$ cat config.mk
export PLATFORM = sky130hd
export DESIGN_NAME = firbank_interp
export DESIGN_NICKNAME = d
export VERILOG_FILES = /design/src/verilog/firbank_pkg.sv /design/src/verilog/rom_firbank_half.sv /design/src/verilog/sample_history.sv /design/src/verilog/polyphase_mac.sv /design/src/verilog/firbank_interp.sv
export VERILOG_INCLUDE_DIRS = /design/src /design/src/verilog
export SDC_FILE = /design/constraint.sdc
export NUM_CORES = 2
export LEC_CHECK = 0
export CAP_MARGIN = 15
export CELL_PAD_IN_SITES_DETAIL_PLACEMENT = 1
export CELL_PAD_IN_SITES_GLOBAL_PLACEMENT = 1
export CORE_MARGIN = 1
export CORE_UTILIZATION = 54
export CTS_BUF_LIST = sky130_fd_sc_hd__clkbuf_4 sky130_fd_sc_hd__clkbuf_8 sky130_fd_sc_hd__clkbuf_16
export DETAILED_ROUTE_END_ITERATION = 10
export DONT_BUFFER_PORTS = 1
export PLACE_DENSITY_LB_ADDON = 0.1
export SYNTH_ARGS = -nofsm -noshare
export SYNTH_HDL_FRONTEND = slang
export SYNTH_SLANG_ARGS = --single-unit
export TNS_END_PERCENT = 1
$ cat constraint.sdc
create_clock -name clk -period 10.4 [get_ports clk]
set_clock_uncertainty 0.05 [all_clocks]
set_input_delay 1.04 -clock clk [delete_from_list [all_inputs] [get_ports clk]]
set_output_delay 1.04 -clock clk [all_outputs]
set_load 0.01 [all_outputs]
$ cat src/verilog/firbank_macros.svh
// Polyphase interpolator sizing for tap and phase counts, datapath widths and Q15 scaling
`ifndef FIRBANK_MACROS_SVH
`define FIRBANK_MACROS_SVH

`define FIR_TAPS 32
`define FIR_PHASES 2

`define SAMPLE_W 16
`define COEF_W 16

// Holds 32 full-scale products with headroom
`define ACC_W 40

`define COEF_FRAC 15

`endif

$ cat src/verilog/firbank_pkg.sv
// Polyphase interpolator types shared by the datapath and the testbench
`include "firbank_macros.svh"

package firbank_pkg;

        typedef logic signed [`SAMPLE_W-1:0] sample_t;

        typedef logic signed [`COEF_W-1:0] coef_t;

        typedef logic signed [`ACC_W-1:0] acc_t;

        // Tap age counted from 0 for the newest sample
        typedef logic [$clog2(`FIR_TAPS)-1:0] tap_t;

        typedef struct packed {
                sample_t sample;
                logic    phase;         // 0 for the first beat of a pair
        } out_beat_t;

        typedef enum logic [1:0] {
                IDLE,                   // Waiting for an input sample
                ACCUM,                  // One tap per clock
                HOLD                    // Result offered on the output
        } mac_state_t;

endpackage

$ cat src/verilog/rom_firbank_half.sv
// Polyphase coefficient bank holding 32 Q15 taps for each of the two phases
`timescale 1ns/10ps

module rom_firbank_half (
        input  logic [5:0]          addr,
        output firbank_pkg::coef_t  data
);

        always_comb begin
                case (addr)                             // Phase 0 in the low half
                        6'd0:  data = -16'sd2;
                        6'd1:  data = -16'sd13;
                        6'd2:  data = 16'sd49;
                        6'd3:  data = -16'sd112;
                        6'd4:  data = 16'sd208;
                        6'd5:  data = -16'sd335;
                        6'd6:  data = 16'sd486;
                        6'd7:  data = -16'sd644;
                        6'd8:  data = 16'sd784;
                        6'd9:  data = -16'sd871;
                        6'd10: data = 16'sd855;
                        6'd11: data = -16'sd668;
                        6'd12: data = 16'sd190;
                        6'd13: data = 16'sd863;
                        6'd14: data = -16'sd3638;
                        6'd15: data = 16'sd27489;       // Main lobe
                        6'd16: data = 16'sd11503;
                        6'd17: data = -16'sd5489;
                        6'd18: data = 16'sd3533;
                        6'd19: data = -16'sd2399;
                        6'd20: data = 16'sd1600;
                        6'd21: data = -16'sd1003;
                        6'd22: data = 16'sd559;
                        6'd23: data = -16'sd243;
                        6'd24: data = 16'sd37;
                        6'd25: data = 16'sd81;
                        6'd26: data = -16'sd132;
                        6'd27: data = 16'sd137;
                        6'd28: data = -16'sd115;
                        6'd29: data = 16'sd82;
                        6'd30: data = -16'sd49;
                        6'd31: data = 16'sd23;
                        6'd32: data = 16'sd23;          // Phase 1 mirrors phase 0
                        6'd33: data = -16'sd49;
                        6'd34: data = 16'sd82;
                        6'd35: data = -16'sd115;
                        6'd36: data = 16'sd137;
                        6'd37: data = -16'sd132;
                        6'd38: data = 16'sd81;
                        6'd39: data = 16'sd37;
                        6'd40: data = -16'sd243;
                        6'd41: data = 16'sd559;
                        6'd42: data = -16'sd1003;
                        6'd43: data = 16'sd1600;
                        6'd44: data = -16'sd2399;
                        6'd45: data = 16'sd3533;
                        6'd46: data = -16'sd5489;
                        6'd47: data = 16'sd11503;
                        6'd48: data = 16'sd27489;
                        6'd49: data = -16'sd3638;
                        6'd50: data = 16'sd863;
                        6'd51: data = 16'sd190;
                        6'd52: data = -16'sd668;
                        6'd53: data = 16'sd855;
                        6'd54: data = -16'sd871;
                        6'd55: data = 16'sd784;
                        6'd56: data = -16'sd644;
                        6'd57: data = 16'sd486;
                        6'd58: data = -16'sd335;
                        6'd59: data = 16'sd208;
                        6'd60: data = -16'sd112;
                        6'd61: data = 16'sd49;
                        6'd62: data = -16'sd13;
                        6'd63: data = -16'sd2;
                endcase
        end

endmodule

$ cat src/verilog/sample_history.sv
// Circular delay line that keeps the newest input samples for reads by tap age
`timescale 1ns/10ps
`include "firbank_macros.svh"

module sample_history (
        input  logic                    clk,
        input  logic                    rst_n,
        input  logic                    hist_wr,
        input  firbank_pkg::sample_t    wr_sample,
        input  firbank_pkg::tap_t       hist_tap,
        output firbank_pkg::sample_t    hist_sample
);

        import firbank_pkg::*;

        sample_t mem [`FIR_TAPS];
        tap_t    wr_ptr;                        // Slot for the next write
        tap_t    rd_ptr;

        // Newest sample sits just behind the write pointer
        assign rd_ptr = wr_ptr - hist_tap - tap_t'(1);

        assign hist_sample = mem[rd_ptr];

        always_ff @(posedge clk) begin
                if (!rst_n) begin
                        wr_ptr <= '0;
                        for (int i = 0; i < `FIR_TAPS; i++) begin
                                mem[i] <= '0;   // Outputs start from silence
                        end
                end else if (hist_wr) begin
                        mem[wr_ptr] <= wr_sample;
                        wr_ptr      <= wr_ptr + tap_t'(1);
                end
        end

endmodule

$ cat src/verilog/polyphase_mac.sv
// Polyphase MAC engine with one tap per clock, Q15 rounding and saturation, and both handshakes
`timescale 1ns/10ps
`include "firbank_macros.svh"

module polyphase_mac (
        input  logic                    clk,
        input  logic                    rst_n,
        input  logic                    in_valid,
        output logic                    in_ready,
        output logic                    hist_wr,
        output firbank_pkg::tap_t       hist_tap,
        input  firbank_pkg::sample_t    hist_sample,
        output logic [5:0]              coef_addr,
        input  firbank_pkg::coef_t      coef_data,
        output logic                    out_valid,
        input  logic                    out_ready,
        output firbank_pkg::out_beat_t  out_beat
);

        import firbank_pkg::*;

        localparam acc_t sat_max   = acc_t'(2 ** (`SAMPLE_W - 1) - 1);
        localparam acc_t sat_min   = acc_t'(-(2 ** (`SAMPLE_W - 1)));
        localparam acc_t round_bit = acc_t'(1) <<< (`COEF_FRAC - 1);

        mac_state_t state;
        logic       phase;
        tap_t       tap;
        acc_t       acc;
        acc_t       rounded;
        sample_t    sat_sample;
        logic signed [`SAMPLE_W+`COEF_W-1:0] prod;

        assign in_ready  = (state == IDLE);
        assign hist_wr   = in_valid && in_ready;
        assign hist_tap  = tap;
        assign coef_addr = {phase, tap};

        assign prod    = hist_sample * coef_data;
        assign rounded = (acc + round_bit) >>> `COEF_FRAC;

        always_comb begin
                if (rounded > sat_max) begin
                        sat_sample = sample_t'(sat_max);
                end else if (rounded < sat_min) begin
                        sat_sample = sample_t'(sat_min);
                end else begin
                        sat_sample = rounded[`SAMPLE_W-1:0];
                end
        end

        always_ff @(posedge clk) begin
                if (!rst_n) begin
                        state     <= IDLE;
                        phase     <= 1'b0;
                        tap       <= '0;
                        out_valid <= 1'b0;
                end else begin
                        case (state)
                                IDLE: begin
                                        if (hist_wr) begin
                                                state <= ACCUM;
                                                phase <= 1'b0;
                                                tap   <= '0;
                                        end
                                end
                                ACCUM: begin
                                        tap <= tap + tap_t'(1);         // Wraps to 0 after the last tap
                                        if (tap == tap_t'(`FIR_TAPS - 1)) begin
                                                state <= HOLD;
                                        end
                                end
                                HOLD: begin
                                        if (!out_valid) begin
                                                out_valid <= 1'b1;      // Result is loaded this cycle
                                        end else if (out_ready) begin
                                                out_valid <= 1'b0;
                                                if (phase == 1'(`FIR_PHASES - 1)) begin
                                                        state <= IDLE;
                                                end else begin
                                                        phase <= phase + 1'b1;
                                                        state <= ACCUM;
                                                end
                                        end
                                end
                                default: state <= IDLE;
                        endcase
                end
        end

        // Accumulator restarts at zero for every phase
        always_ff @(posedge clk) begin
                if (state == ACCUM) begin
                        acc <= acc + acc_t'(prod);
                end else begin
                        acc <= '0;
                end
        end

        always_ff @(posedge clk) begin
                if (state == HOLD && !out_valid) begin
                        out_beat.sample <= sat_sample;
                        out_beat.phase  <= phase;
                end
        end

endmodule

$ cat src/verilog/firbank_interp.sv
// Two-phase interpolating FIR top level joining the history, the coefficient bank and the engine
`timescale 1ns/10ps

module firbank_interp (
        input  logic                    clk,
        input  logic                    rst_n,
        input  logic                    in_valid,
        output logic                    in_ready,
        input  firbank_pkg::sample_t    in_sample,
        output logic                    out_valid,
        input  logic                    out_ready,
        output firbank_pkg::out_beat_t  out_beat
);

        import firbank_pkg::*;

        logic       hist_wr;
        tap_t       hist_tap;
        sample_t    hist_sample;
        logic [5:0] coef_addr;
        coef_t      coef_data;

        sample_history u_history (
                .clk            (clk),
                .rst_n          (rst_n),
                .hist_wr        (hist_wr),
                .wr_sample      (in_sample),
                .hist_tap       (hist_tap),
                .hist_sample    (hist_sample)
        );

        rom_firbank_half u_bank (
                .addr           (coef_addr),
                .data           (coef_data)
        );

        polyphase_mac u_mac (
                .clk            (clk),
                .rst_n          (rst_n),
                .in_valid       (in_valid),
                .in_ready       (in_ready),
                .hist_wr        (hist_wr),
                .hist_tap       (hist_tap),
                .hist_sample    (hist_sample),
                .coef_addr      (coef_addr),
                .coef_data      (coef_data),
                .out_valid      (out_valid),
                .out_ready      (out_ready),
                .out_beat       (out_beat)
        );

endmodule

=== Word level (Yosys, flattened, before mapping) ===
Memories as Yosys holds them, arrays and structs flattened.
Index checks and enable logic that the tools add are counted.

* Add/subtract/negate cells: 7
* Mux-type cells: 23
* Multiply operators: 1
* Reductions and logical operators: 10
* Equality and inequality tests: 7
* Magnitude comparators: 2

{| class="wikitable"
|+ Operators with widths
! kind !! number
|-
| adder 40 x 16 -> 40 bit, second input constant || 1
|-
| adder 40 x 32 -> 40 bit || 1
|-
| multiplier 16 x 16 -> 32 bit || 1
|-
| two-way mux 16 bit || 2
|-
| > comparator 25 x 16 -> 1 bit, second input constant || 1
|-
| less-than comparator 25 x 16 -> 1 bit, second input constant || 1
|-
| OR reduction 16 bit || 1
|-
| two-way mux 1 bit || 12
|-
| adder 5 x 1 -> 5 bit, second input constant || 2
|-
| two-way mux 5 bit || 2
|-
| case mux 5 bit (2 select lines) || 1
|-
| two-way mux 2 bit || 4
|-
| AND reduction 4 bit || 2
|-
| case mux 2 bit (3 select lines) || 1
|-
| == test 5 bit, second input constant || 1
|-
| subtractor 5 x 1 -> 5 bit, second input constant || 1
|-
| subtractor 5 bit || 1
|-
| inequality test 2 x 1 -> 1 bit, second input constant || 2
|-
| inequality test 2 bit, second input constant || 2
|-
| nonzero test 2 bit || 2
|-
| == test 2 x 1 -> 1 bit, second input constant || 1
|-
| == test 2 bit, second input constant || 1
|-
| logical AND 1 bit || 2
|-
| logical NOT 2 bit || 1
|-
| other kinds (4) || 4
|}

* Output and inout port bits: 19
* Memory bits (writable): 512
* Register bits after elaboration: 71
* Input bits: 20
* Logic and storage cells: 60
* Memories kept: 2
* Bits in read-only memories: 1024

{| class="wikitable"
|+ Memory list
! memory !! words !! bits a word !! read ports !! clocked after memory_dff !! wr ports !! line !! RTL
|-
| (no name shown) || 64 || 16 || 1 || 0 || 0 || rom_firbank_half.sv:10 || <nowiki>case (addr)</nowiki>
|-
| u_history.mem || 32 || 16 || 1 || 0 || 32 || sample_history.sv:16 || <nowiki>sample_t mem [`FIR_TAPS];</nowiki>
|}

=== Logic depth before layout (Yosys ltp) ===
* Depth after elaboration: 7
* Depth in mapped cells: 36
* Gate-level depth less buffers: 31

=== By module ===
A second synthesis with hierarchy kept.

* Cells, all modules: 3852
* Area total of the unflattened synthesis: 41828.9 um2

{| class="wikitable"
|+ By module, submodules not included
! module !! area each (um2) !! sequential area each (um2) !! times used !! cells each
|-
| sample_history || 25086.6 || 15474.8 || 1 || 1980
|-
| polyphase_mac || 14891.8 || 1491.4 || 1 || 1606
|-
| rom_firbank_half || 1850.5 || 0.0 || 1 || 266
|}

=== Worst setup path after synthesis ===
Ideal clock, no wire load.

* Path type: register to register
* Start: register u_mac.tap[1] (netlist: u_mac.hist_tap[1])
* End: register u_mac.acc[37]
* Arrival time: 8.658 ns
* Library setup time: 0.128 ns
* Period minus slack after synthesis: 8.836 ns
* Required time: 10.222 ns
* Buffers on the path: 4
* Setup slack: 1.564 ns
* Cell stages (with the launch flop): 32
* Cells stage by stage: dfxtp_1 > clkbuf_1 > inv_1 > fa_1 > buf_1 > mux4_2 > mux2_1 > o21ai_0 > o21ai_1 > buf_2 > nand2_1 > inv_1 > fa_1 > fa_1 > inv_1 > fa_1 > inv_1 > fa_1 > fa_1 > inv_1 > fa_1 > inv_1 > ha_1 > clkbuf_1 > nand4_1 > or2_2 > a211o_1 > a21oi_1 > nor3_1 > o31ai_1 > xnor2_1 > nor2_1

* Cells in the longest elaborated chain, start to end: 5
* Elaborated cells between the ends (all ways): 6
* Classes of those cells: add/sub (3); mul (1); memory (2)

{| class="wikitable"
|+ RTL lines
! what !! line !! RTL
|-
| start, declared || polyphase_mac.sv:28 || <nowiki>tap_t tap;</nowiki>
|-
| start signal, assigned || polyphase_mac.sv:68 || <nowiki>tap <= tap + tap_t'(1);</nowiki>
|-
| subtractor 5 bit || sample_history.sv:21 || <nowiki>assign rd_ptr = wr_ptr - hist_tap - tap_t'(1);</nowiki>
|-
| subtractor 5 x 1 -> 5 bit || sample_history.sv:21 ||
|-
| memory (32 x 16 bit) || - ||
|-
| multiplier 16 x 16 -> 32 bit * || polyphase_mac.sv:39 || <nowiki>assign prod = hist_sample * coef_data;</nowiki>
|-
| adder 40 x 32 -> 40 bit * || polyphase_mac.sv:94 || <nowiki>acc <= acc + acc_t'(prod);</nowiki>
|-
| end signal, assigned || polyphase_mac.sv:94 ||
|-
| end, declared || polyphase_mac.sv:29 || <nowiki>acc_t acc;</nowiki>
|}

Mark *: on every way between the ends. The rest lies on a longest branch, timed or not.
A chain may end at the register's enable or synchronous reset.

=== Worst setup path in the final report ===
* Start: register u_mac.tap[1] (netlist: u_mac.hist_tap[1])
* End: register u_mac.acc[27]

Same word-level chain as after synthesis.

==> out/qor.csv <==
metric,value,unit
status,"complete, but fails checks",
violations,design-rule violations,
place_congestion,0.922,
cts_made_buffers,66,
dieArea,75300,um^2
synthMuxAreaShare,0.0971,
critical_path.endpoint_type,register,
vias_per_cell,6.01,
relSlewSlack,0.192,
crit_arrival,10.47,ns
dp_slack,0.423,ns
slowest_stage,fa_4,
dieWidth,274,um
grtUsageTotal,0.317,
clkSinkCount,583,
syn_area_per_cell,12.0,um^2
synth.largest_area_cell,edfxtp_1,
yosysWarnings,0,
synth_area_leaders,"edfxtp_1, fa_1, mux4_2, and2_1, ha_1",
cpPeakStageDelay,1.24,ns
synth_edf_count,529,
clk_pin_slew,0.06,ns
yosys.area_share.simple,0.150,
cts-root-buf,clkbuf_16,
synth.top_cell.area_share,0.396,
ios,39,
setup-violations-final,0,
initial_core_util,0.547,
layout_commonest_cell,and2_1,
drc_errors,14,
synth-seq-area-share,0.423,
nets,3804,
finalWorstSetupSlack,0.403,ns
area_delta_synth_final,8.06,%
grt_overflow,0,
synth-compound-area-share,0.0476,
post_cts_buffers,0,
grt_pass1_vias,28100,
postPlaceCellArea,41100,um^2
worstHoldPathType,input port to register,
crit_type,register to register,
clk_latency,0.63,ns
period_needed,10.0,ns
critical-path-top-delay-family,adder cells,
synth_fa_ha_area_frac,0.207,
final_cell_mix,"and2_1, edfxtp_1, inv_1, fa_1, nor2_1",
synthFlopType,edfxtp_1,
grt_antenna_before_repair,1,
rsz0062_at_grt,no,
r2r_setup_slack,0.40,ns
start_kind,register,
io_buffer_count,0,
ctsLongestPathBuffers,3,
syn_nets,3838,
max_clock_freq,100,MHz
cts_tree,yes,
coreArea,73200,um^2
maxCapViolations,0,
yosys.cell_types.count,76,
worst-path-buf-inv,6,
num_rows,99,
dpl.hpwl,82800,um
dr_total_vias,26000,
ant_nets,0,
design_area,43300,um^2
die_h,274,um
grt_pass1_wl,176000,um
drive_gt1_frac,0.120,
cts_hold_buf,0,
finalHoldViolCount,0,
fin_tns_setup,0,ns
ctsHtreeMaxLevel,3,
synth_cells,3353,
netlist_area,40100,um^2
wirelength,116000,um
synth_top_family_by_area,adder cells,
worst_hold_slack,0.488,ns
wl_per_cell,26.8,um
fill_cells,7365,
cp_max_fo,28,
fin_crit_sh,0.961,
grt_max_degree,64,
synth-seq-cells,583,
worstMarginPinSlew,1.21,ns
drv_slew,0,
cpMostUsedCell,fa_1,
required,10.87,ns
synth-xor-area-share,0.0114,
drt_pass1_iterations,8,
drtIter0Drc,2213,
ys_async_sr_fraction,0,
==> cell usage after synthesis (8+ instances only) <==
cell type / number
nor3_1: 30
and2_1: 538
fa_1: 332
edfxtp_1: 529
nand2b_1: 30
inv_2: 8
buf_2: 30
a21boi_0: 9
mux2i_4: 8
nand2_1: 179
mux2i_1: 9
buf_6: 13
o21a_1: 15
o211ai_1: 12
nand3_1: 35
a211oi_1: 10
a21oi_1: 103
xor2_1: 21
a21o_1: 11
nor2_1: 244
a31oi_1: 13
xnor2_1: 31
nand4_1: 13
mux4_2: 157
nor2b_1: 17
dfxtp_1: 54
o21ai_0: 79
ha_1: 133
nand3b_1: 8
buf_1: 10
or2_2: 9
clkbuf_1: 138
inv_1: 417
==> flip-flops by register name, indices dropped and copies added, names as in the netlist <==
signal and count:
u_history.mem 512, u_history.wr_ptr 5, u_mac.acc 40, u_mac.state 2
u_mac.out_valid 1, u_mac.phase 1, u_mac.hist_tap 5, u_mac.out_beat 17
==> through the flow <==
| stage | instances | util |
|---|---|---|
| global placement | 4202 | 0.561 |
| floorplan | 3353 | - |
| global route | 4320 | 0.591 |
| CTS | 4313 | 0.590 |
| detailed placement | 4203 | 0.562 |
| finish | 4321 | 0.591 |
==> final timing paths <==
path	end	startpoint	cells after the start
worst max register to register	u_mac.acc[27]$_SDFF_PN0_	u_mac.hist_tap[1]$_SDFFE_PN0P_	26
worst min register to register	u_mac.acc[0]$_SDFF_PN0_	u_mac.acc[0]$_SDFF_PN0_	2
worst min-delay path	u_mac.hist_tap[3]$_SDFFE_PN0P_	rst_n	1
worst max-delay path	u_mac.acc[27]$_SDFF_PN0_	u_mac.hist_tap[1]$_SDFFE_PN0P_	26
==> per-layer routing <==
metal  up-vias  part of all wire  track usage
met2       909              0.50        0.541
met4         2             0.032        0.108
met5         -          0.000095            0
li1      11200                 -            -
met3       201             0.059       0.0375
met1     13700              0.41        0.422
==> timing repair <==
| action | in CTS | in global routing |
|---|---|---|
| gates resized for setup | 0 | 1 |
| hold endpoints to repair | 0 | 0 |
| setup endpoints to repair | 0 | 1 |
==> cells by family (layout without fill, tap and decap cells) <==
| kind of cell | after synthesis | count (layout) |
|---|---|---|
| other cells | 0 | 1 |
| buf+inv | 624 | 632 |
| compound gates | 309 | 309 |
| fa+ha+maj | 465 | 465 |
| flops | 583 | 583 |
| simple gates | 1139 | 1139 |
| mux | 181 | 181 |
| xor+xnor | 52 | 52 |
==> cell type report <==
| class | instances | area (um^2) | share of cell area |
|---|---|---|---|
| Clock buffer | 78 | 1740 | 0.0402 |
| Antenna cell | 1 | 2.50 | 0.0000578 |
| Sequential cell | 583 | 17000 | 0.392 |
| Tap cell | 959 | 1200 | 0.0277 |
| Clock inverter | 32 | 374 | 0.00864 |
| Multi-Input combinational cell | 2146 | 20700 | 0.477 |
| Timing Repair Buffer | 96 | 764 | 0.0177 |
| Inverter | 426 | 1600 | 0.0369 |
Power is not shown: default switching activity piles up to over one toggle a cycle in this logic, so the estimate is an artifact.
